`src/logic/memsys_consts.svh`:
```
`ifndef MEMSYS_CONSTS_SVH
`define MEMSYS_CONSTS_SVH

// Widths of a data word and of a whole cache line.
`define MEMSYS_WORD_BITS 16
`define MEMSYS_LINE_BITS 256

// A byte address splits into tag, index, word offset and byte select.
// The byte select is address bit 0.
`define MEMSYS_OFFSET_BITS 4  // Word within the line at bits 4 to 1.
`define MEMSYS_INDEX_BITS 3   // Line index at bits 7 to 5.
`define MEMSYS_TAG_BITS 8     // Tag at bits 15 to 8.

// Both caches are direct-mapped with this many lines.
`define MEMSYS_LINES 8

`endif

```
`src/logic/memsys_pkg.sv`:
```
`include "memsys_consts.svh"

package memsys_pkg;

	// A data word. Byte addresses use the same type.
	typedef logic [`MEMSYS_WORD_BITS-1:0] word_t;

	// A full cache line with word 0 in the low bits.
	typedef logic [`MEMSYS_LINE_BITS-1:0] block_t;

	// One enable per byte of a word. Bit 0 selects the low byte.
	typedef logic [1:0] wmask_t;

	// Cache controller states.
	// The instruction cache never writes back, so it only uses idle and fill.
	typedef enum logic [1:0] {
		s_idle,
		s_writeback,  // Old dirty line goes out to memory.
		s_fill        // New line comes in from memory.
	} cache_state_e;

	// Arbiter grant states.
	typedef enum logic [1:0] {
		s_free,
		s_icache,
		s_dcache
	} arb_state_e;

endpackage : memsys_pkg

```
`src/logic/mem_bus_if.sv`:
```
`timescale 1ns/1ns

// Line request bus between an L1 cache and the memory arbiter.
// A request stays up with stable address and data until resp pulses.
interface mem_bus_if import memsys_pkg::*; ();

	logic read;
	logic write;
	word_t address;   // Always line aligned.
	block_t wdata;
	block_t rdata;    // Valid in the resp cycle.
	logic resp;

	modport client (
		output read, write, address, wdata,
		input rdata, resp
	);

	modport server (
		input read, write, address, wdata,
		output rdata, resp
	);

endinterface : mem_bus_if

```
`src/logic/icache.sv`:
```
`timescale 1ns/1ns
`include "memsys_consts.svh"

module icache import memsys_pkg::*; (
	input logic clk,
	input logic reset,

	input logic i_read,
	input word_t i_address,
	output logic i_resp,
	output word_t i_rdata,

	mem_bus_if.client bus
);

	localparam int ADDR_MSB = $bits(word_t) - 1;
	localparam int LOW_BITS = `MEMSYS_OFFSET_BITS + 1;  // Offset plus byte select.

	block_t data_array [`MEMSYS_LINES];
	logic [`MEMSYS_TAG_BITS-1:0] tag_array [`MEMSYS_LINES];
	logic [`MEMSYS_LINES-1:0] valid;
	cache_state_e state;

	logic [`MEMSYS_TAG_BITS-1:0] tag;
	logic [`MEMSYS_INDEX_BITS-1:0] index;
	logic [`MEMSYS_OFFSET_BITS-1:0] offset;
	logic hit;
	logic take_hit;
	word_t hit_word;

	// Split the held request address into its fields.
	assign tag = i_address[ADDR_MSB -: `MEMSYS_TAG_BITS];
	assign index = i_address[LOW_BITS +: `MEMSYS_INDEX_BITS];
	assign offset = i_address[1 +: `MEMSYS_OFFSET_BITS];

	assign hit = valid[index] && (tag_array[index] == tag);
	assign hit_word = data_array[index][offset*$bits(word_t) +: $bits(word_t)];

	// A request is answered once. In the cycle where resp is high the
	// client still shows the old request, so it must not be taken again.
	assign take_hit = (state == s_idle) && i_read && !i_resp && hit;

	// The fill request goes out for as long as the FSM sits in s_fill.
	assign bus.read = (state == s_fill);
	assign bus.write = 1'b0;  // Read-only cache.
	assign bus.address = {i_address[ADDR_MSB:LOW_BITS], {LOW_BITS{1'b0}}};
	assign bus.wdata = '0;

	always_ff @(posedge clk) begin
		if (reset) begin
			state <= s_idle;
			valid <= '0;
			i_resp <= 1'b0;
		end else begin
			i_resp <= 1'b0;
			case (state)
				s_idle: begin
					if (take_hit)
						i_resp <= 1'b1;
					else if (i_read && !i_resp && !hit)
						state <= s_fill;  // A miss fetches the line.
				end
				s_fill: begin
					if (bus.resp) begin
						valid[index] <= 1'b1;
						state <= s_idle;  // The held request hits next cycle.
					end
				end
				default: state <= s_idle;
			endcase
		end
	end

	// Line storage and the hit data register.
	always_ff @(posedge clk) begin
		if (state == s_fill && bus.resp) begin
			data_array[index] <= bus.rdata;
			tag_array[index] <= tag;
		end
		if (take_hit)
			i_rdata <= hit_word;
	end

endmodule : icache

```
`src/logic/dcache.sv`:
```
`timescale 1ns/1ns
`include "memsys_consts.svh"

module dcache import memsys_pkg::*; (
	input logic clk,
	input logic reset,

	input logic d_read,
	input logic d_write,
	input word_t d_address,
	input word_t d_wdata,
	input wmask_t d_byte_enable,
	output logic d_resp,
	output word_t d_rdata,

	mem_bus_if.client bus
);

	localparam int ADDR_MSB = $bits(word_t) - 1;
	localparam int LOW_BITS = `MEMSYS_OFFSET_BITS + 1;
	localparam int WORD_BITS = $bits(word_t);

	block_t data_array [`MEMSYS_LINES];
	logic [`MEMSYS_TAG_BITS-1:0] tag_array [`MEMSYS_LINES];
	logic [`MEMSYS_LINES-1:0] valid;
	logic [`MEMSYS_LINES-1:0] dirty;
	cache_state_e state;

	logic [`MEMSYS_TAG_BITS-1:0] tag;
	logic [`MEMSYS_INDEX_BITS-1:0] index;
	logic [`MEMSYS_OFFSET_BITS-1:0] offset;
	logic request;
	logic hit;
	logic take_hit;
	word_t hit_word;
	word_t merged_word;
	word_t victim_address;
	word_t fill_address;

	assign tag = d_address[ADDR_MSB -: `MEMSYS_TAG_BITS];
	assign index = d_address[LOW_BITS +: `MEMSYS_INDEX_BITS];
	assign offset = d_address[1 +: `MEMSYS_OFFSET_BITS];

	assign request = d_read || d_write;
	assign hit = valid[index] && (tag_array[index] == tag);
	assign take_hit = (state == s_idle) && request && !d_resp && hit;
	assign hit_word = data_array[index][offset*WORD_BITS +: WORD_BITS];

	// Only the enabled bytes of the store replace the stored word.
	always_comb begin
		merged_word = hit_word;
		for (int b = 0; b < $bits(wmask_t); b++) begin
			if (d_byte_enable[b])
				merged_word[b*8 +: 8] = d_wdata[b*8 +: 8];
		end
	end

	// The victim's address is rebuilt from its stored tag and the index.
	assign victim_address = {tag_array[index], index, {LOW_BITS{1'b0}}};
	assign fill_address = {d_address[ADDR_MSB:LOW_BITS], {LOW_BITS{1'b0}}};

	assign bus.read = (state == s_fill);
	assign bus.write = (state == s_writeback);
	assign bus.address = (state == s_writeback) ? victim_address : fill_address;
	assign bus.wdata = data_array[index];  // Only sampled during writeback.

	always_ff @(posedge clk) begin
		if (reset) begin
			state <= s_idle;
			valid <= '0;
			dirty <= '0;
			d_resp <= 1'b0;
		end else begin
			d_resp <= 1'b0;
			case (state)
				s_idle: begin
					if (take_hit) begin
						d_resp <= 1'b1;
						if (d_write)
							dirty[index] <= 1'b1;
					end else if (request && !d_resp && !hit) begin
						// A dirty victim has to leave before the new line arrives.
						if (valid[index] && dirty[index])
							state <= s_writeback;
						else
							state <= s_fill;
					end
				end
				s_writeback: begin
					if (bus.resp)
						state <= s_fill;
				end
				s_fill: begin
					if (bus.resp) begin
						valid[index] <= 1'b1;
						dirty[index] <= 1'b0;  // Fresh copy matches memory.
						state <= s_idle;
					end
				end
				default: state <= s_idle;
			endcase
		end
	end

	always_ff @(posedge clk) begin
		if (state == s_fill && bus.resp) begin
			data_array[index] <= bus.rdata;
			tag_array[index] <= tag;
		end
		if (take_hit && d_write)
			data_array[index][offset*WORD_BITS +: WORD_BITS] <= merged_word;
		if (take_hit)
			d_rdata <= hit_word;  // Old contents on a store.
	end

endmodule : dcache

```
`src/logic/mem_arbiter.sv`:
```
`timescale 1ns/1ns

module mem_arbiter import memsys_pkg::*; (
	input logic clk,
	input logic reset,

	mem_bus_if.server ibus,
	mem_bus_if.server dbus,

	output logic pmem_read,
	output logic pmem_write,
	output word_t pmem_address,
	output block_t pmem_wdata,
	input logic pmem_resp,
	input block_t pmem_rdata
);

	arb_state_e state;
	arb_state_e next_state;

	logic ireq;
	logic dreq;
	logic grant_i;
	logic grant_d;

	assign ireq = ibus.read || ibus.write;
	assign dreq = dbus.read || dbus.write;

	// The grant is decided in the same cycle the request shows up.
	// When the port is free the data cache goes first.
	always_comb begin
		grant_i = 1'b0;
		grant_d = 1'b0;
		case (state)
			s_free: begin
				if (dreq)
					grant_d = 1'b1;
				else if (ireq)
					grant_i = 1'b1;
			end
			s_icache: grant_i = 1'b1;
			s_dcache: grant_d = 1'b1;
			default: ;
		endcase
	end

	// Hold the grant until memory answers.
	always_comb begin
		next_state = state;
		if (pmem_resp)
			next_state = s_free;
		else if (grant_d)
			next_state = s_dcache;
		else if (grant_i)
			next_state = s_icache;
	end

	always_ff @(posedge clk) begin
		if (reset)
			state <= s_free;
		else
			state <= next_state;
	end

	assign pmem_read = grant_d ? dbus.read : (grant_i && ibus.read);
	assign pmem_write = grant_d ? dbus.write : (grant_i && ibus.write);
	assign pmem_address = grant_d ? dbus.address : ibus.address;
	assign pmem_wdata = grant_d ? dbus.wdata : ibus.wdata;

	// The waiting cache sees neither resp nor data.
	assign ibus.resp = grant_i && pmem_resp;
	assign dbus.resp = grant_d && pmem_resp;
	assign ibus.rdata = grant_i ? pmem_rdata : '0;
	assign dbus.rdata = grant_d ? pmem_rdata : '0;

endmodule : mem_arbiter

```
`src/logic/memsys_top.sv`:
```
`timescale 1ns/1ns

module memsys_top import memsys_pkg::*; (
	input logic clk,
	input logic reset,

	// Instruction fetch port.
	input logic i_read,
	input word_t i_address,
	output logic i_resp,
	output word_t i_rdata,

	// Data load and store port.
	input logic d_read,
	input logic d_write,
	input word_t d_address,
	input word_t d_wdata,
	input wmask_t d_byte_enable,
	output logic d_resp,
	output word_t d_rdata,

	// Physical memory port that moves one line per transfer.
	output logic pmem_read,
	output logic pmem_write,
	output word_t pmem_address,
	output block_t pmem_wdata,
	input logic pmem_resp,
	input block_t pmem_rdata
);

	mem_bus_if ibus ();
	mem_bus_if dbus ();

	icache icache_i (
		.clk(clk),
		.reset(reset),
		.i_read(i_read),
		.i_address(i_address),
		.i_resp(i_resp),
		.i_rdata(i_rdata),
		.bus(ibus.client)
	);

	dcache dcache_i (
		.clk(clk),
		.reset(reset),
		.d_read(d_read),
		.d_write(d_write),
		.d_address(d_address),
		.d_wdata(d_wdata),
		.d_byte_enable(d_byte_enable),
		.d_resp(d_resp),
		.d_rdata(d_rdata),
		.bus(dbus.client)
	);

	// The two caches never share lines, so no snooping is needed here.
	mem_arbiter arbiter_i (
		.clk(clk),
		.reset(reset),
		.ibus(ibus.server),
		.dbus(dbus.server),
		.pmem_read(pmem_read),
		.pmem_write(pmem_write),
		.pmem_address(pmem_address),
		.pmem_wdata(pmem_wdata),
		.pmem_resp(pmem_resp),
		.pmem_rdata(pmem_rdata)
	);

endmodule : memsys_top

```
`config.mk`:
```
export PLATFORM = sky130hd
export DESIGN_NAME = memsys_top
export DESIGN_NICKNAME = d
export VERILOG_FILES = /design/src/logic/memsys_pkg.sv /design/src/logic/mem_bus_if.sv /design/src/logic/icache.sv /design/src/logic/dcache.sv /design/src/logic/mem_arbiter.sv /design/src/logic/memsys_top.sv
export VERILOG_INCLUDE_DIRS = /design/src /design/src/logic
export SDC_FILE = /design/constraint.sdc
export NUM_CORES = 2
export LEC_CHECK = 0
export BUFFER_PORTS_ARGS = -buffer_cell sky130_fd_sc_hd__buf_2
export CAP_MARGIN = 25
export CORE_ASPECT_RATIO = 0.7
export CORE_MARGIN = 10
export CORE_UTILIZATION = 35
export DETAILED_ROUTE_END_ITERATION = 8
export PLACE_DENSITY_LB_ADDON = 0.05
export SETUP_SLACK_MARGIN = 0.05
export SYNTH_ARGS = -nofsm -noshare
export SYNTH_HDL_FRONTEND = slang
export SYNTH_MEMORY_MAX_BITS = 65536
export SYNTH_SLANG_ARGS = --single-unit
```
`constraint.sdc`:
```
create_clock -name clk -period 47.5 [get_ports clk]
set_clock_uncertainty 0.2 [all_clocks]
set_input_delay 2.375 -clock clk [delete_from_list [all_inputs] [get_ports clk]]
set_output_delay 2.375 -clock clk [all_outputs]
set_load 0.01 [all_outputs]
```
==> results.py <==
metrics = {
    "setup_path": {
        "worst-path-max-fanout": 49,
        "rr_worst_depth": 11,
        "timing.critical_path.required_ns": 44.92,
        "endpoint_of_the_worst_register_to_register_path": "icache_i.data_array[4][43]",
        "timing.setup.critical_path_class": "in -> out",
        "critical_path_arrival_ns": 8.34,
        "ff2ff_setup_slack_ns": 41.61,
        "rr_startpoint": "dcache_i.state[0]",
        "setup.worst_path.start_class": "primary input",
        "cp-end-kind": "output port",
    },
    "layout": {
        "flow.area_growth_from_synthesis_pct": 16.4,
        "final_layout_size_suffix_gt1_share_pct": 22.4,
        "finalCoreUtilization_pct": 40.8,
        "design.final.nets": 11500,
        "instances_no_fill": 18200,
    },
    "place": {
        "gp_congestion": 0.960,
        "total_of_buffers_placed_on_input_and_output_ports": 612,
        "pre_cts_slack_ns": 36.50,
        "hpwl_reported_at_the_end_of_detailed_placement_um": 561000,
        "post-place-cells": 17200,
    },
    "grt": {
        "grt_first_pass_wirelength_um": 1050000,
        "gr-usage-met1_pct": 41.6,
        "globalRouteOverflowTotal": 0,
        "grt_use_met3_pct": 8.38,
        "grt_start_max_net_pins": 112,
        "use_met2_pct": 44.2,
        "grt.busiest_layer": "met2",
        "first_global_vias": 103000,
        "grt_usage_pct": 30.4,
        "grt_antenna_before_repair": 166,
    },
    "synth": {
        "synth_area_um2": 172000,
        "syn-instance-count": 10200,
        "synth_top_area_share_pct": 74.4,
        "synth_ff_type": "sky130_fd_sc_hd__edfxtp_1",
        "sequential_area_share_after_synthesis_pct": 74.7,
        "yosysTopAreaCell": "sky130_fd_sc_hd__edfxtp_1",
        "synth_enable_flop_cells": 4256,
        "synth_seq_cells": 4287,
        "synth.distinct_cells": 101,
        "synth-async-reset-ratio_pct": 0,
        "syn_avg_cell_area_um2": 16.8,
        "synth.top_cells.by_area": "sky130_fd_sc_hd__edfxtp_1 (74%), sky130_fd_sc_hd__mux4_2 (3.7%), sky130_fd_sc_hd__mux2i_1 (3.5%)",
        "yosys_warnings": 0,
    },
    "timing": {
        "report.final.hold_viol_count": 0,
        "max-slew-margin-rel_pct": 8.79,
        "setup-tns-final_ns": 0,
        "pnr_worst_setup_slack_ns": 36.59,
        "max_clock_freq_ghz": 0.0917,
        "worst_slew_pin_slew_ns": 1.37,
        "final_setup_fails": 0,
        "final_min_period_over_clock_period_pct": 23.0,
        "finalWorstPathRequiredPeriod_ns": 10.91,
        "finalMaxSlewViolations": 0,
        "grt_setup_unrepaired": "no",
    },
    "die": {
        "placementRows": 215,
        "die_width_um": 858,
        "floorplan.die.height_um": 606,
        "start_util_pct": 35.1,
        "core_area_um2": 490000,
        "io-pin-count": 620,
        "die_area_um2": 520000,
    },
    "route": {
        "vias": 110000,
        "route.final.wire_length_um": 820000,
        "ant_nets": 0,
        "drt-initial-drc-count": 16400,
        "routedWlPerCell_um": 44.9,
        "remaining_drc_errors": 0,
        "drt-pass1-iter-count": 6,
        "avgViaCountPerCell": 6.05,
    },
    "run_status": {
        "status": "finished clean",
    },
    "pwr": {
        "vdd.ir_drop.worst_v": 0.0000307,
        "clkPwrFrac_pct": 40.0,
        "relative_contribution_of_combinational_cells_to_total_power_pct": 11.2,
        "sequentialPowerShare_pct": 48.8,
        "internal-power_mw": 6.45,
        "power_density_nw_per_um2": 43.7,
        "total_leakage_power_nw": 65.9,
        "total_switching_power_mw": 2.29,
        "p_sw_share_pct": 26.2,
    },
    "cts": {
        "cts.repair_timing.setup_buffer_count": 0,
        "clock_tree.root_cell": "sky130_fd_sc_hd__clkbuf_16",
        "cts_resized": 0,
        "cts_tree": "done",
        "tritoncts.num_buffers": 441,
        "clk_pin_slew_ns": 0.06,
        "htree_levels": 5,
        "holdBufCountCts": 0,
        "numClockSinks": 4287,
        "insertion_delay_ns": 1.07,
        "cts-root-to-sink-buffers": 4,
    },
    "min_path": {
        "hold_start": "dcache_i.valid[6]",
        "worstHoldPathCells": 2,
        "hold_class": "reg -> reg",
        "timing.hold.worst_endpoint": "dcache_i.valid[6]",
    },
    "flow_run": {
        "timing.max_cap.violations": 0,
    },
}
==> state kept, by name (all words and copies together), names as in the netlist, named ones only <==
signal,cells
icache_i.i_rdata,16
icache_i.data_array,2048
dcache_i.d_rdata,16
icache_i.i_resp,1
icache_i.valid,8
arbiter_i.state,2
dcache_i.data_array,2048
icache_i.state,1
dcache_i.d_resp,1
dcache_i.tag_array,64
icache_i.tag_array,64
dcache_i.valid,8
dcache_i.state,2
==> synthesized netlist by cell type, drive strengths merged, types with 27 or more instances <==
library cell,instances
nand2,432
mux4,286
mux2,220
inv,27
nor3,29
a22o,91
mux2i,610
o21ai,353
o22ai,68
and3,27
nor2,658
a221oi,249
clkbuf,367
o31ai,29
a221o,55
a21oi,443
nand3,246
a211oi,31
a22oi,464
dfxtp,31
buf,359
a31oi,31
o2bb2ai,221
o211ai,67
edfxtp,4256
nand4,32
and2,301
==> metrics by stage <==
stage / cell area, um^2 / power (mW) / hold WS (ns)
global route: 200000 / 8.94 / 0.304
global placement: 185000 / 5.28 / 0.244
floorplan: 172000 / 4.75 / 0.235
CTS: 199000 / 8.76 / 0.273
finish: 200000 / 8.75 / 0.269
detailed placement: 185000 / 5.30 / 0.259
==> cells by family after synthesis <==
family / count (synthesis) / synth area share, %
AOI/OAI and AO/OA: 2236 / 9.20
xor gates and xnor gates: 15 / 0.0808
adders and majority gates: 8 / 0.0582
buffers and inverters: 755 / 2.20
DFF: 4287 / 74.7
muxes: 1116 / 8.78
other: 1 / 0.00218
and+or+nand+nor: 1829 / 4.95
==> layout make-up <==
| cell class | count | area [um^2] |
|---|---|---|
| well taps | 6510 | 8150 |
| repair buffers | 1209 | 8080 |
| fillers | 44400 | 290000 |
| diodes | 170 | 425 |
| inverters | 29 | 129 |
| multi-input cells | 5209 | 40600 |
| clock buffers | 539 | 11600 |
| clock inverters | 279 | 2610 |
| flip-flops and latches | 4287 | 128000 |
==> layout by cell type, fill, tap and decap left out, drive strengths merged, types with 37 or more instances in the layout <==
cell     instances
a21oi          443
o22ai           68
buf           1204
diode          170
o211ai          67
and2           301
clkbuf         543
a221oi         249
nand2          432
edfxtp        4256
a22oi          464
o2bb2ai        221
clkinv         217
a221o           55
nor2           658
mux2           220
bufinv          46
nand3          246
inv             37
mux4           286
o21ai          353
mux2i          610
a22o            91
==> worst max-delay path by stage <==
stage | slack (ns) | cells after the start | end | from
after floorplan | 24.55 | 8 | icache_i.data_array[6][0] | i_address[5]
after global placement | 36.52 | 15 | dcache_i.data_array[3][174] | d_address[6]
after detailed placement | 36.50 | 15 | dcache_i.data_array[2][162] | d_address[6]
after CTS | 36.65 | 11 | pmem_wdata[40] | d_address[7]
after global routing | 36.45 | 11 | pmem_wdata[40] | d_address[7]
final | 36.59 | 11 | pmem_wdata[40] | d_address[7]
==> power groups by stage <==
stage	Combinational [mW]	Clock, mW	Sequential [mW]
final	0.983	3.50	4.27
after global routing	0.994	3.68	4.27
after CTS	0.957	3.53	4.27
after detailed placement	0.955	0	4.35
after global placement	0.937	0	4.35
after floorplan	0.400	0	4.35
==> worst max-delay path, cell delays in order <==
cell	delay (ns)
sky130_fd_sc_hd__buf_8	0.31
sky130_fd_sc_hd__buf_4	0.72
sky130_fd_sc_hd__buf_4	0.79
sky130_fd_sc_hd__buf_4	0.64
sky130_fd_sc_hd__buf_4	0.66
sky130_fd_sc_hd__buf_4	0.81
sky130_fd_sc_hd__mux2_2	0.42
sky130_fd_sc_hd__a221o_1	0.29
sky130_fd_sc_hd__a21oi_1	0.87
sky130_fd_sc_hd__nor2_1	0.09
sky130_fd_sc_hd__buf_2	0.19
==> layer usage <==
layer  up-vias  part of all wire (%)  routed length [um]
li1      43300                     -                   -
met1     59300                    41              336000
met2      6475                    43              352000
met3      1295                    10               84600
met4        46                   5.8               47400
met5         -                 0.041                 336
No activity file was read; power rests on OpenSTA's default activity.
